## src/hw/fabric_cfg_defines.svh

```systemverilog
`ifndef FABRIC_CFG_DEFINES_SVH
`define FABRIC_CFG_DEFINES_SVH

// ##########################################################
// Bitstream storage
// ##########################################################

// Number of 32-bit words held for the configuration chain
`define CFG_WORDS          3
`define CFG_WORD_BITS      32
`define CFG_MAX_BITS       (`CFG_WORDS * `CFG_WORD_BITS)
// Counter wide enough to hold the full chain length itself
`define CFG_COUNT_BITS     $clog2(`CFG_MAX_BITS + 1)
`define CFG_INDEX_BITS     ((`CFG_WORDS > 1) ? $clog2(`CFG_WORDS) : 1)
`define CFG_BIT_SEL_BITS   $clog2(`CFG_WORD_BITS)
`define CFG_ADDR_BITS      8

// Register bit positions
`define CTRL_START_BIT     0
`define STATUS_BUSY_BIT    0
`define STATUS_DONE_BIT    1

// ##########################################################
// Programming and reset timing, in sys_clk cycles
// ##########################################################
`define PROG_RESET_CYCLES  8
`define PROG_CLK_HALF      2
`define CFG_TIMER_BITS     $clog2(`PROG_RESET_CYCLES + `PROG_CLK_HALF)
`define LOGIC_RESET_CYCLES 20

`endif

```

## src/hw/fabric_cfg_pkg.sv

```systemverilog
`include "fabric_cfg_defines.svh"

package fabric_cfg_pkg;

    // ##########################################################
    // Data word
    // ##########################################################

    // Wishbone data and bitstream storage share one word type
    typedef logic [`CFG_WORD_BITS-1:0] cfg_word_t;

    // ##########################################################
    // Register map
    // ##########################################################

    // Byte addresses on the Wishbone side
    // Bitstream word i sits at BITSTREAM_BASE + 4*i
    typedef enum logic [`CFG_ADDR_BITS-1:0] {
        CTRL           = 8'h00,
        STATUS         = 8'h04,
        BIT_COUNT      = 8'h08,
        BITSTREAM_BASE = 8'h10
    } reg_addr_e;

    // ##########################################################
    // Programming sequencer
    // ##########################################################

    // PRESET holds prog_reset
    // SHIFT_LOW presents data, SHIFT_HIGH clocks it in
    typedef enum logic [1:0] {
        IDLE,
        PRESET,
        SHIFT_LOW,
        SHIFT_HIGH
    } cfg_state_e;

endpackage

```

## src/hw/clock_divider.sv

```systemverilog
`timescale 1ns/1ps

// Divides sys_clk by 2^CLK_DIVIDER_SIZE
// Top counter bit is a 50 % duty logic clock
module clock_divider #(
    parameter int CLK_DIVIDER_SIZE = 3
) (
    input  logic sys_clk,
    input  logic rst_n,
    output logic logic_clk
);

    // Free-running count
    logic [CLK_DIVIDER_SIZE-1:0] count;

    // ##########################################################
    // Counter
    // ##########################################################

    // Wraps naturally at 2^CLK_DIVIDER_SIZE
    always_ff @(posedge sys_clk or negedge rst_n) begin
        if (!rst_n) begin
            count <= '0;
        end else begin
            count <= count + 1'b1;
        end
    end

    // ##########################################################
    // Output
    // ##########################################################

    // MSB toggles every 2^(CLK_DIVIDER_SIZE-1) cycles
    // Straight from a flop, so no glitches on the pad
    assign logic_clk = count[CLK_DIVIDER_SIZE-1];

endmodule

```

## src/hw/reset_generator.sv

```systemverilog
`timescale 1ns/1ps

// Logic reset pulse after rst_n release
// High for ACTIVE_CYCLES sys_clk cycles, then low until next rst_n
module reset_generator #(
    parameter int ACTIVE_CYCLES = 20
) (
    input  logic sys_clk,
    input  logic rst_n,
    output logic logic_reset
);

    // At least one bit, even for a zero length
    localparam int CNT_W = (ACTIVE_CYCLES > 0) ? $clog2(ACTIVE_CYCLES + 1) : 1;

    // Cycles left with logic_reset held high
    logic [CNT_W-1:0] remaining;

    // ##########################################################
    // Down-counter
    // ##########################################################

    always_ff @(posedge sys_clk or negedge rst_n) begin
        if (!rst_n) begin
            remaining   <= CNT_W'(ACTIVE_CYCLES);
            logic_reset <= 1'b1;
        end else if (remaining != '0) begin
            remaining   <= remaining - 1'b1;
            // Drops on the edge that ends the last active cycle
            logic_reset <= (remaining != CNT_W'(1));
        end else begin
            // Sticky low once expired
            logic_reset <= 1'b0;
        end
    end

endmodule

```

## src/hw/cfg_wb_regs.sv

```systemverilog
`timescale 1ns/1ps
`include "fabric_cfg_defines.svh"

// Wishbone classic slave for the configuration controller
// Holds CTRL, STATUS, BIT_COUNT and the bitstream word memory
module cfg_wb_regs (
    input  logic                            sys_clk,
    input  logic                            rst_n,
    // Wishbone classic slave
    input  logic                            wb_cyc,
    input  logic                            wb_stb,
    input  logic                            wb_we,
    input  logic [`CFG_ADDR_BITS-1:0]       wb_adr,
    input  fabric_cfg_pkg::cfg_word_t       wb_dat_w,
    output fabric_cfg_pkg::cfg_word_t       wb_dat_r,
    output logic                            wb_ack,
    // Configuration manager side
    input  logic [`CFG_INDEX_BITS-1:0]      word_index,
    input  logic                            busy,
    input  logic                            done,
    output logic                            start,
    output logic [`CFG_COUNT_BITS-1:0]      bit_count,
    output fabric_cfg_pkg::cfg_word_t       word_data
);

    localparam int ADDR_W  = `CFG_ADDR_BITS;
    localparam int INDEX_W = `CFG_INDEX_BITS;
    localparam int COUNT_W = `CFG_COUNT_BITS;

    // Bitstream words, payload only
    fabric_cfg_pkg::cfg_word_t mem [`CFG_WORDS];

    logic                  access;
    logic [ADDR_W-1:0]     word_offset;
    logic                  is_word;
    logic [INDEX_W-1:0]    adr_index;
    fabric_cfg_pkg::cfg_word_t rd_data;

    // ##########################################################
    // Address decode
    // ##########################################################

    // New transfer, one per two cycles
    assign access = wb_cyc & wb_stb & ~wb_ack;

    // Word-aligned hit inside the bitstream window
    assign word_offset = wb_adr - fabric_cfg_pkg::BITSTREAM_BASE;
    assign is_word     = (wb_adr >= fabric_cfg_pkg::BITSTREAM_BASE)
                       && (word_offset[1:0] == 2'b00)
                       && (word_offset[ADDR_W-1:2] < `CFG_WORDS);
    assign adr_index   = word_offset[INDEX_W+1:2];

    // ##########################################################
    // Control registers and ack
    // ##########################################################

    always_ff @(posedge sys_clk or negedge rst_n) begin
        if (!rst_n) begin
            wb_ack    <= 1'b0;
            start     <= 1'b0;
            bit_count <= '0;
        end else begin
            wb_ack <= access;
            // Start is a single-cycle pulse
            start  <= access && wb_we && !busy
                      && (wb_adr == fabric_cfg_pkg::CTRL)
                      && wb_dat_w[`CTRL_START_BIT];
            if (access && wb_we && !busy && (wb_adr == fabric_cfg_pkg::BIT_COUNT)) begin
                // Clamp to the chain length held in memory
                if (wb_dat_w > `CFG_MAX_BITS) begin
                    bit_count <= COUNT_W'(`CFG_MAX_BITS);
                end else begin
                    bit_count <= wb_dat_w[COUNT_W-1:0];
                end
            end
        end
    end

    // Bitstream writes, frozen while programming
    always_ff @(posedge sys_clk) begin
        if (access && wb_we && !busy && is_word) begin
            mem[adr_index] <= wb_dat_w;
        end
    end

    // ##########################################################
    // Read path
    // ##########################################################

    always_comb begin
        rd_data = '0;
        if (is_word) begin
            rd_data = mem[adr_index];
        end else begin
            case (wb_adr)
                fabric_cfg_pkg::STATUS: begin
                    rd_data[`STATUS_BUSY_BIT] = busy;
                    rd_data[`STATUS_DONE_BIT] = done;
                end
                fabric_cfg_pkg::BIT_COUNT: rd_data[COUNT_W-1:0] = bit_count;
                // CTRL and unmapped space read zero
                default: rd_data = '0;
            endcase
        end
    end

    // Data valid alongside ack
    always_ff @(posedge sys_clk) begin
        if (access && !wb_we) begin
            wb_dat_r <= rd_data;
        end
    end

    // Word for the shifter, zero past the end of memory
    assign word_data = (word_index < `CFG_WORDS) ? mem[word_index] : '0;

endmodule

```

## src/hw/config_manager.sv

```systemverilog
`timescale 1ns/1ps
`include "fabric_cfg_defines.svh"

// Programming sequencer for the fabric configuration chain
// Pulses prog_reset, then shifts bit_count bits into ccff_head MSB-first
module config_manager (
    input  logic                            sys_clk,
    input  logic                            rst_n,
    input  logic                            start,
    input  logic [`CFG_COUNT_BITS-1:0]      bit_count,
    input  fabric_cfg_pkg::cfg_word_t       word_data,
    output logic [`CFG_INDEX_BITS-1:0]      word_index,
    output logic                            prog_clk,
    output logic                            prog_reset,
    output logic                            ccff_head,
    output logic                            busy,
    output logic                            done
);

    localparam int COUNT_W = `CFG_COUNT_BITS;
    localparam int INDEX_W = `CFG_INDEX_BITS;
    localparam int SEL_W   = `CFG_BIT_SEL_BITS;
    localparam int TIMER_W = `CFG_TIMER_BITS;

    fabric_cfg_pkg::cfg_state_e state;

    // Cycles left in the current phase
    logic [TIMER_W-1:0] timer;
    // Index of the next bit to present
    logic [COUNT_W-1:0] bit_ptr;
    logic [SEL_W-1:0]   bit_sel;
    logic               next_bit;

    // ##########################################################
    // Bit selection
    // ##########################################################

    // Word 0 first
    assign word_index = INDEX_W'(bit_ptr / `CFG_WORD_BITS);
    // MSB-first inside a word, word width is a power of two
    assign bit_sel    = ~bit_ptr[SEL_W-1:0];
    assign next_bit   = word_data[bit_sel];

    // ##########################################################
    // Sequencer
    // ##########################################################

    always_ff @(posedge sys_clk or negedge rst_n) begin
        if (!rst_n) begin
            state      <= fabric_cfg_pkg::IDLE;
            timer      <= '0;
            bit_ptr    <= '0;
            prog_clk   <= 1'b0;
            prog_reset <= 1'b0;
            ccff_head  <= 1'b0;
            busy       <= 1'b0;
            done       <= 1'b0;
        end else begin
            case (state)
                fabric_cfg_pkg::IDLE: begin
                    if (start) begin
                        state      <= fabric_cfg_pkg::PRESET;
                        timer      <= TIMER_W'(`PROG_RESET_CYCLES - 1);
                        bit_ptr    <= '0;
                        prog_reset <= 1'b1;
                        busy       <= 1'b1;
                        done       <= 1'b0;
                    end
                end
                fabric_cfg_pkg::PRESET: begin
                    if (timer != '0) begin
                        timer <= timer - 1'b1;
                    end else begin
                        prog_reset <= 1'b0;
                        if (bit_count == '0) begin
                            // Nothing to shift
                            state <= fabric_cfg_pkg::IDLE;
                            busy  <= 1'b0;
                            done  <= 1'b1;
                        end else begin
                            // First bit goes out with prog_clk low
                            state     <= fabric_cfg_pkg::SHIFT_LOW;
                            timer     <= TIMER_W'(`PROG_CLK_HALF - 1);
                            ccff_head <= next_bit;
                            bit_ptr   <= bit_ptr + 1'b1;
                        end
                    end
                end
                fabric_cfg_pkg::SHIFT_LOW: begin
                    if (timer != '0) begin
                        timer <= timer - 1'b1;
                    end else begin
                        state    <= fabric_cfg_pkg::SHIFT_HIGH;
                        timer    <= TIMER_W'(`PROG_CLK_HALF - 1);
                        prog_clk <= 1'b1;
                    end
                end
                fabric_cfg_pkg::SHIFT_HIGH: begin
                    if (timer != '0) begin
                        timer <= timer - 1'b1;
                    end else begin
                        prog_clk <= 1'b0;
                        if (bit_ptr == bit_count) begin
                            // Last edge given
                            state     <= fabric_cfg_pkg::IDLE;
                            ccff_head <= 1'b0;
                            busy      <= 1'b0;
                            done      <= 1'b1;
                        end else begin
                            state     <= fabric_cfg_pkg::SHIFT_LOW;
                            timer     <= TIMER_W'(`PROG_CLK_HALF - 1);
                            ccff_head <= next_bit;
                            bit_ptr   <= bit_ptr + 1'b1;
                        end
                    end
                end
                default: state <= fabric_cfg_pkg::IDLE;
            endcase
        end
    end

endmodule

```

## src/hw/fabric_test_top.sv

```systemverilog
`timescale 1ns/1ps
`include "fabric_cfg_defines.svh"

// Bench-side controller for the fabric test chip
// Logic clock and reset plus host-driven bitstream programming
module fabric_test_top (
    input  logic                            sys_clk,
    input  logic                            rst_n,
    // Host Wishbone classic slave
    input  logic                            wb_cyc,
    input  logic                            wb_stb,
    input  logic                            wb_we,
    input  logic [`CFG_ADDR_BITS-1:0]       wb_adr,
    input  fabric_cfg_pkg::cfg_word_t       wb_dat_w,
    output fabric_cfg_pkg::cfg_word_t       wb_dat_r,
    output logic                            wb_ack,
    // Chip pads
    output logic                            logic_clk,
    output logic                            logic_reset,
    output logic                            prog_clk,
    output logic                            prog_reset,
    output logic                            ccff_head,
    output logic                            configuration_done
);

    // Register block to sequencer
    logic                         start;
    logic [`CFG_COUNT_BITS-1:0]   bit_count;
    fabric_cfg_pkg::cfg_word_t    word_data;
    logic [`CFG_INDEX_BITS-1:0]   word_index;
    logic                         busy;

    // ##########################################################
    // Clocks and resets
    // ##########################################################

    // Small divider keeps simulation short
    clock_divider #(
        .CLK_DIVIDER_SIZE(3)
    ) logic_clk_divider (
        .sys_clk  (sys_clk),
        .rst_n    (rst_n),
        .logic_clk(logic_clk)
    );

    reset_generator #(
        .ACTIVE_CYCLES(`LOGIC_RESET_CYCLES)
    ) logic_reset_generator (
        .sys_clk    (sys_clk),
        .rst_n      (rst_n),
        .logic_reset(logic_reset)
    );

    // ##########################################################
    // Configuration
    // ##########################################################

    cfg_wb_regs cfg_regs (
        .sys_clk   (sys_clk),
        .rst_n     (rst_n),
        .wb_cyc    (wb_cyc),
        .wb_stb    (wb_stb),
        .wb_we     (wb_we),
        .wb_adr    (wb_adr),
        .wb_dat_w  (wb_dat_w),
        .wb_dat_r  (wb_dat_r),
        .wb_ack    (wb_ack),
        .word_index(word_index),
        .busy      (busy),
        .done      (configuration_done),
        .start     (start),
        .bit_count (bit_count),
        .word_data (word_data)
    );

    config_manager config_mgr (
        .sys_clk   (sys_clk),
        .rst_n     (rst_n),
        .start     (start),
        .bit_count (bit_count),
        .word_data (word_data),
        .word_index(word_index),
        .prog_clk  (prog_clk),
        .prog_reset(prog_reset),
        .ccff_head (ccff_head),
        .busy      (busy),
        .done      (configuration_done)
    );

endmodule

```

## config.mk

```make
export PLATFORM = sky130hd
export DESIGN_NAME = fabric_test_top
export DESIGN_NICKNAME = d
export VERILOG_FILES = /design/src/hw/fabric_cfg_pkg.sv /design/src/hw/clock_divider.sv /design/src/hw/reset_generator.sv /design/src/hw/cfg_wb_regs.sv /design/src/hw/config_manager.sv /design/src/hw/fabric_test_top.sv
export VERILOG_INCLUDE_DIRS = /design/src /design/src/hw
export SDC_FILE = /design/constraint.sdc
export NUM_CORES = 1
export LEC_CHECK = 0
export BUFFER_PORTS_ARGS = -buffer_cell sky130_fd_sc_hd__clkbuf_2
export CAP_MARGIN = 20
export CORE_AREA = 10 10 157 159
export CTS_CLUSTER_DIAMETER = 40
export CTS_CLUSTER_SIZE = 20
export DETAILED_ROUTE_END_ITERATION = 6
export DIE_AREA = 0 0 167 169
export GPL_ROUTABILITY_DRIVEN = 0
export PLACE_DENSITY_LB_ADDON = 0.12
export SYNTH_ARGS = -nofsm -noshare
export SYNTH_HDL_FRONTEND = slang
export SYNTH_SLANG_ARGS = --single-unit
```

## constraint.sdc

```tcl
create_clock -name sys_clk -period 5.7 [get_ports sys_clk]
set_input_delay 0.285 -clock sys_clk [delete_from_list [all_inputs] [get_ports sys_clk]]
set_output_delay 0.285 -clock sys_clk [all_outputs]
set_load 0.03 [all_outputs]
```

Word-level counts from Yosys, hierarchy flattened --
Memories as Yosys holds them, arrays and structs flattened. Cells that the tools add are included.
Word-level totals: flip-flop bits (word level) 68, bits in latches 0, RAM bits 96, ROM bits 0, input port bits 45, output and inout bits 39, logic and storage cells 127, memories kept 1
Operators by class: add/sub/neg operators 5, multiply operators 0, div/mod/pow operators 0, magnitude comparators 5, eq/ne operators 17, shift operators 0, mux-type cells 51, bitwise operators 4, reductions and logical operators 28
Memory list:
- cfg_regs.mem | words 3, bits a word 32, read ports 2, clocked after Yosys merged registers in 0, write ports 1, RTL line cfg_wb_regs.sv:31 | fabric_cfg_pkg::cfg_word_t mem [`CFG_WORDS];
Operators by type and width (number):
- 7-bit 2-to-1 mux | 7
- 32-bit by 7-bit greater-than comparator with 1-bit output, second input constant | 1
- 32-bit 2-to-1 mux | 1
- 4-bit 2-to-1 mux | 6
- 7-bit case mux with 3 select lines | 1
- 1-bit 2-to-1 mux | 20
- 4-bit case mux with 4 select lines | 1
- 2-bit 2-to-1 mux | 6
- 2-bit != test, second input constant | 6
- 6-bit AND reduction | 2
- 1-bit logical AND | 9
- 3-bit AND reduction | 3
- 8-bit by 3-bit == test with 1-bit output, second input constant | 1
- 8-bit by 4-bit == test with 1-bit output, second input constant | 1
- 8-bit by 5-bit >= comparator with 1-bit output, second input constant | 1
- 8-bit logical NOT | 1
- 2-bit case mux with 4 select lines | 1
- 4-bit AND reduction | 2
- 8-bit by 5-bit subtractor with 8-bit output, second input constant | 1
- 7-bit by 1-bit adder with 7-bit output, second input constant | 1
- 7-bit == test | 1
- 7-bit logical NOT | 1
- 5-bit by 6-bit less-than comparator with 1-bit output, second input constant | 1
- 6-bit by 2-bit less-than comparator with 1-bit output, second input constant | 1
- 23 further kinds | 34

Depth between registers and ports, before layout --
depth after elaboration 7, gate-level depth with buffers 9

Hierarchy --
From an unflattened synthesis, not the netlist that was laid out.
Unflattened totals: cell total of the unflattened synthesis 611, area total of the unflattened synthesis 7559.8 µm²
Modules (own cells, without submodules):
- cfg_wb_regs | instances 1, cells an instance 446, area an instance 5871.9 µm²
- config_manager | instances 1, cells an instance 137, area an instance 1312.5 µm²
- reset_generator | instances 1, cells an instance 22, area an instance 275.3 µm²
- clock_divider | instances 1, cells an instance 6, area an instance 100.1 µm²

Least setup slack after synthesis --
OpenSTA, ideal clock, no wires.
kind input to register, from input port wb_adr[1], to memory cfg_regs.mem[1][0] (netlist name) (enable), arrival time 4228 ps, path slack 970 ps, cell stages on the path 4, path buffers 0, path through or4_4 > nor2_1 > nand3_1 > nor4_1
Between the ends: longest elaborated chain between the ends 7
Ends and longest elaborated chain:
- start: declaration | RTL line fabric_test_top.sv:13 | input logic [`CFG_ADDR_BITS-1:0] wb_adr,
- parallel branches: the longest is 7 deep, another holds 8-bit by 5-bit subtractor with 8-bit output
- end: declaration | RTL line cfg_wb_regs.sv:31
Several ways; the timed one is not identified.

Worst setup path after layout --
from register config_mgr.timer[0], to register config_mgr.bit_ptr[6]
Between the ends: longest elaborated chain between the ends 3
Ends and longest elaborated chain:
- start: declaration | RTL line config_manager.sv:28 | logic [TIMER_W-1:0] timer;
- start signal: assignment | RTL line config_manager.sv:63 | timer <= TIMER_W'(`PROG_RESET_CYCLES - 1);
- start signal: assignment | RTL line config_manager.sv:72 | timer <= timer - 1'b1;
- start signal: assignment | RTL line config_manager.sv:83 | timer <= TIMER_W'(`PROG_CLK_HALF - 1);
- 4-bit nonzero test (*) | RTL line config_manager.sv:71, config_manager.sv:99
- 2-bit != test (no source line)
- 6-bit AND reduction (no source line) (*)
- end signal: assignment | RTL line config_manager.sv:85 | bit_ptr <= bit_ptr + 1'b1;
- end signal: assignment | RTL line config_manager.sv:113 | bit_ptr <= bit_ptr + 1'b1;
- end: declaration | RTL line config_manager.sv:30 | logic [COUNT_W-1:0] bit_ptr;
Every way passes the cells marked *; elsewhere a longest branch is shown, timed or not. A chain may end at the register's enable or synchronous reset.

==> flow_summary.ini <==
[floorplan]
initial_utilization_pct = 34.5
ios = 84
fp.coreArea_sq_mm = 0.0216
chipWidth_um = 167
die_h_um = 169
row_count = 54
die_area_sq_mm = 0.0282

[global_routing]
grt_max_degree = 71
grt_pass1_wl_um = 31000
overflow = 0
grt_util_all_layers_pct = 14.0
antenna_found_initial = 0
grt_pass1_vias = 5219

[timing]
whs_ns = -0.00730
rsz0062_at_grt = false
setup_viol = 0
min_period_over_period_pct = 43.5
fmax_mhz = 403
final.setup.tns_ns = 0
hold_viol = 11
slew_headroom_pct = 37.1
min_period_ns = 2.48
tightest_slew_ns = 0.934
fin_skew_ns = 0.00783
report.final.slew_viol_count = 0

[logic_synthesis]
syn_inst = 587
yosys.area.top_type_share_pct = 51.7
yosys.area.top_type = edfxtp_1
ys_warn_count = 0
ys_async_sr_fraction_pct = 22.0
netlist_area_sq_mm = 0.00743
synth_ff_type = edfxtp_1
synth-seq-cells = 164
synth-edff-count = 128
ys_seq_area_share_pct = 63.9
synthTopCellsByArea = edfxtp_1 (52%), dfrtp_1 (11%), mux2i_1 (6.3%)
syn-num-nets = 637
synth.distinct_cells = 46
syn_avg_cell_area_sq_um = 12.7

[critical_path]
crit_fanout = 6
endpoint_kind = register
r2r-start = config_mgr.timer[0]
worstPathCellList = nor4_1 -> a21oi_1 -> a2111oi_0 -> xnor2_1 -> nor2_1
cp_slowest_cell = nor4_1
path_delay_family = compound AO/OA/AOI/OAI gates
crit-reg2reg-capture = config_mgr.bit_ptr[6]
worstRegToRegCells = 5
worst_setup_path_start_kind = register
path_class = reg2reg
cp.arrival_ns = 2.78
required_ns = 6.00
crit_path_max_incr_delay_ns = 0.82
rrSetupSlack_ns = 3.22
path_buf_inv = 0

[routing]
first_pass_iters = 4
routed_via_density = 5.23
antenna_left = 0
drc = 0
drtIter0Drc = 319
finalWirelength_um = 19700
vias = 5014
wl_per_cell_um = 20.6

[placement]
placed_cells = 926
dp_hpwl_um = 13500
portBuffers = 83

[clock_tree]
h-tree-depth = 4
clockBufferDepth = 2
clk_pin_slew_ns = 0.06
cts_buffers = 17
root_buffer = clkbuf_16
clk_latency_ns = 0.43
post-cts-setup-buffers = 0
ctsHoldBuffers = 0
clock-sinks = 164
cts_resized = 0
cts_tree = built

[layout]
multi_input_area_sq_mm = 0.00251
seq_area_sq_mm = 0.00475
final_nets = 715
antenna_cells = 0
area_delta_synth_final_pct = 18.2
fill_cells = 2038
drive_above_1_share_pct = 23.0
final_cells = 958

[min_path]
hold_class = in2async

[job]
drv_cap = 0

[run_status]
status = finished with violations
violations = negative hold slack

[power]
powerDensity_mw_per_mm2 = 296
ir_drop_v = 0.000157
p_leak_uw = 0.00331
==> registers in the layout, indices dropped and copies added, names as in the netlist, 2 cells and up <==
signal / count
config_mgr.state: 2
logic_reset_generator.remaining: 5
cfg_regs.wb_dat_r: 32
cfg_regs.mem: 96
logic_clk_divider.count: 3
cfg_regs.bit_count: 7
config_mgr.bit_ptr: 7
config_mgr.timer: 4
==> stage by stage <==
step                util (%)  hold slack (ns)  instance area [sq um]  total power [uW]  setup WS [ns]
floorplan                  -          -0.0106                   7430              1370          0.970
global placement        37.8            0.411                   8150              1410           3.21
detailed placement      37.8            0.422                   8150              1420           3.21
CTS                     40.8           0.0227                   8790              2620           3.27
global route            40.8           0.0699                   8790              2680           2.97
finish                  40.8         -0.00730                   8790              2600           3.22
==> final cells by class <==
type	instances	area share [%]
inverters	14	0.598
clock buffers	24	6.34
clock inverters	8	0.926
flip-flops and latches	164	54.0
multi-input cells	375	28.5
repair buffers	93	5.58
well taps	280	3.99
==> synthesized netlist by cell type, drive strengths merged, types with 2 or more instances <==
| cell | number |
|---|---|
| a2111oi | 9 |
| a211oi | 7 |
| a21o | 2 |
| a21oi | 39 |
| a22o | 5 |
| a22oi | 4 |
| a31oi | 3 |
| a32oi | 2 |
| a41oi | 2 |
| buf | 9 |
| clkbuf | 25 |
| dfrtp | 33 |
| dfstp | 3 |
| edfxtp | 128 |
| ha | 5 |
| inv | 14 |
| mux2 | 14 |
| mux2i | 47 |
| mux4 | 6 |
| nand2 | 33 |
| nand3 | 12 |
| nand4 | 6 |
| nor2 | 82 |
| nor2b | 10 |
| nor3 | 8 |
| nor4 | 13 |
| o211ai | 10 |
| o21ai | 24 |
| o22ai | 2 |
| o31ai | 2 |
| or3 | 6 |
| xnor2 | 13 |
==> per-layer routing <==
metal | track usage (%) | vias up | part of all wire (%)
li1 | - | 2363 | -
met1 | 18.1 | 2525 | 45
met2 | 23.3 | 107 | 50
met3 | 2.29 | 19 | 3.5
met4 | 4.93 | 0 | 1.4
met5 | 0 | - | 0
==> power breakdown <==
part	leakage (uW)	internal [uW]	switching, uW
Clock	0.000318	732	478
Sequential	0.00169	1290	2.45
Combinational	0.00129	29.5	64.2
==> logic make-up (layout without fill, tap and decap cells) <==
family          Yosys count  after routing  share of synthesized area (%)
compound gates          115            115                           9.78
mux                      67             67                           10.3
buf+inv                  48            139                           2.69
simple gates            174            174                           10.9
flops                   164            164                           63.9
fa+ha+maj                 5              5                          0.842
xor+xnor                 14             14                           1.65
==> placed cells by master, fill, tap and decap left out, drive strengths merged, types with 2 or more instances in the layout <==
master,netlist,final
a2111oi,9,9
a211oi,7,7
a21o,2,2
a21oi,39,39
a22o,5,5
a22oi,4,4
a31oi,3,3
a32oi,2,2
a41oi,2,2
buf,9,10
clkbuf,25,107
clkinv,0,5
dfrtp,33,33
dfstp,3,3
edfxtp,128,128
ha,5,5
inv,14,16
mux2,14,14
mux2i,47,47
mux4,6,6
nand2,33,33
nand3,12,12
nand4,6,6
nor2,82,82
nor2b,10,10
nor3,8,8
nor4,13,13
o211ai,10,10
o21ai,24,24
o22ai,2,2
o31ai,2,2
or3,6,6
xnor2,13,13
==> worst max path at each step <==
stage / cells after the start / end / slack (ns) / start
after floorplan: 4 / cfg_regs.mem[1][0] / 0.97 / wb_adr[1]
after CTS: 5 / config_mgr.bit_ptr[6] / 3.27 / config_mgr.timer[0]
after detailed placement: 7 / cfg_regs.mem[1][19] / 3.21 / wb_adr[1]
after global placement: 7 / cfg_regs.mem[1][16] / 3.21 / wb_adr[1]
final: 5 / config_mgr.bit_ptr[6] / 3.22 / config_mgr.timer[0]
after global routing: 5 / config_mgr.bit_ptr[6] / 2.97 / config_mgr.timer[0]
Note: power is estimated with default switching activity, not from simulation.
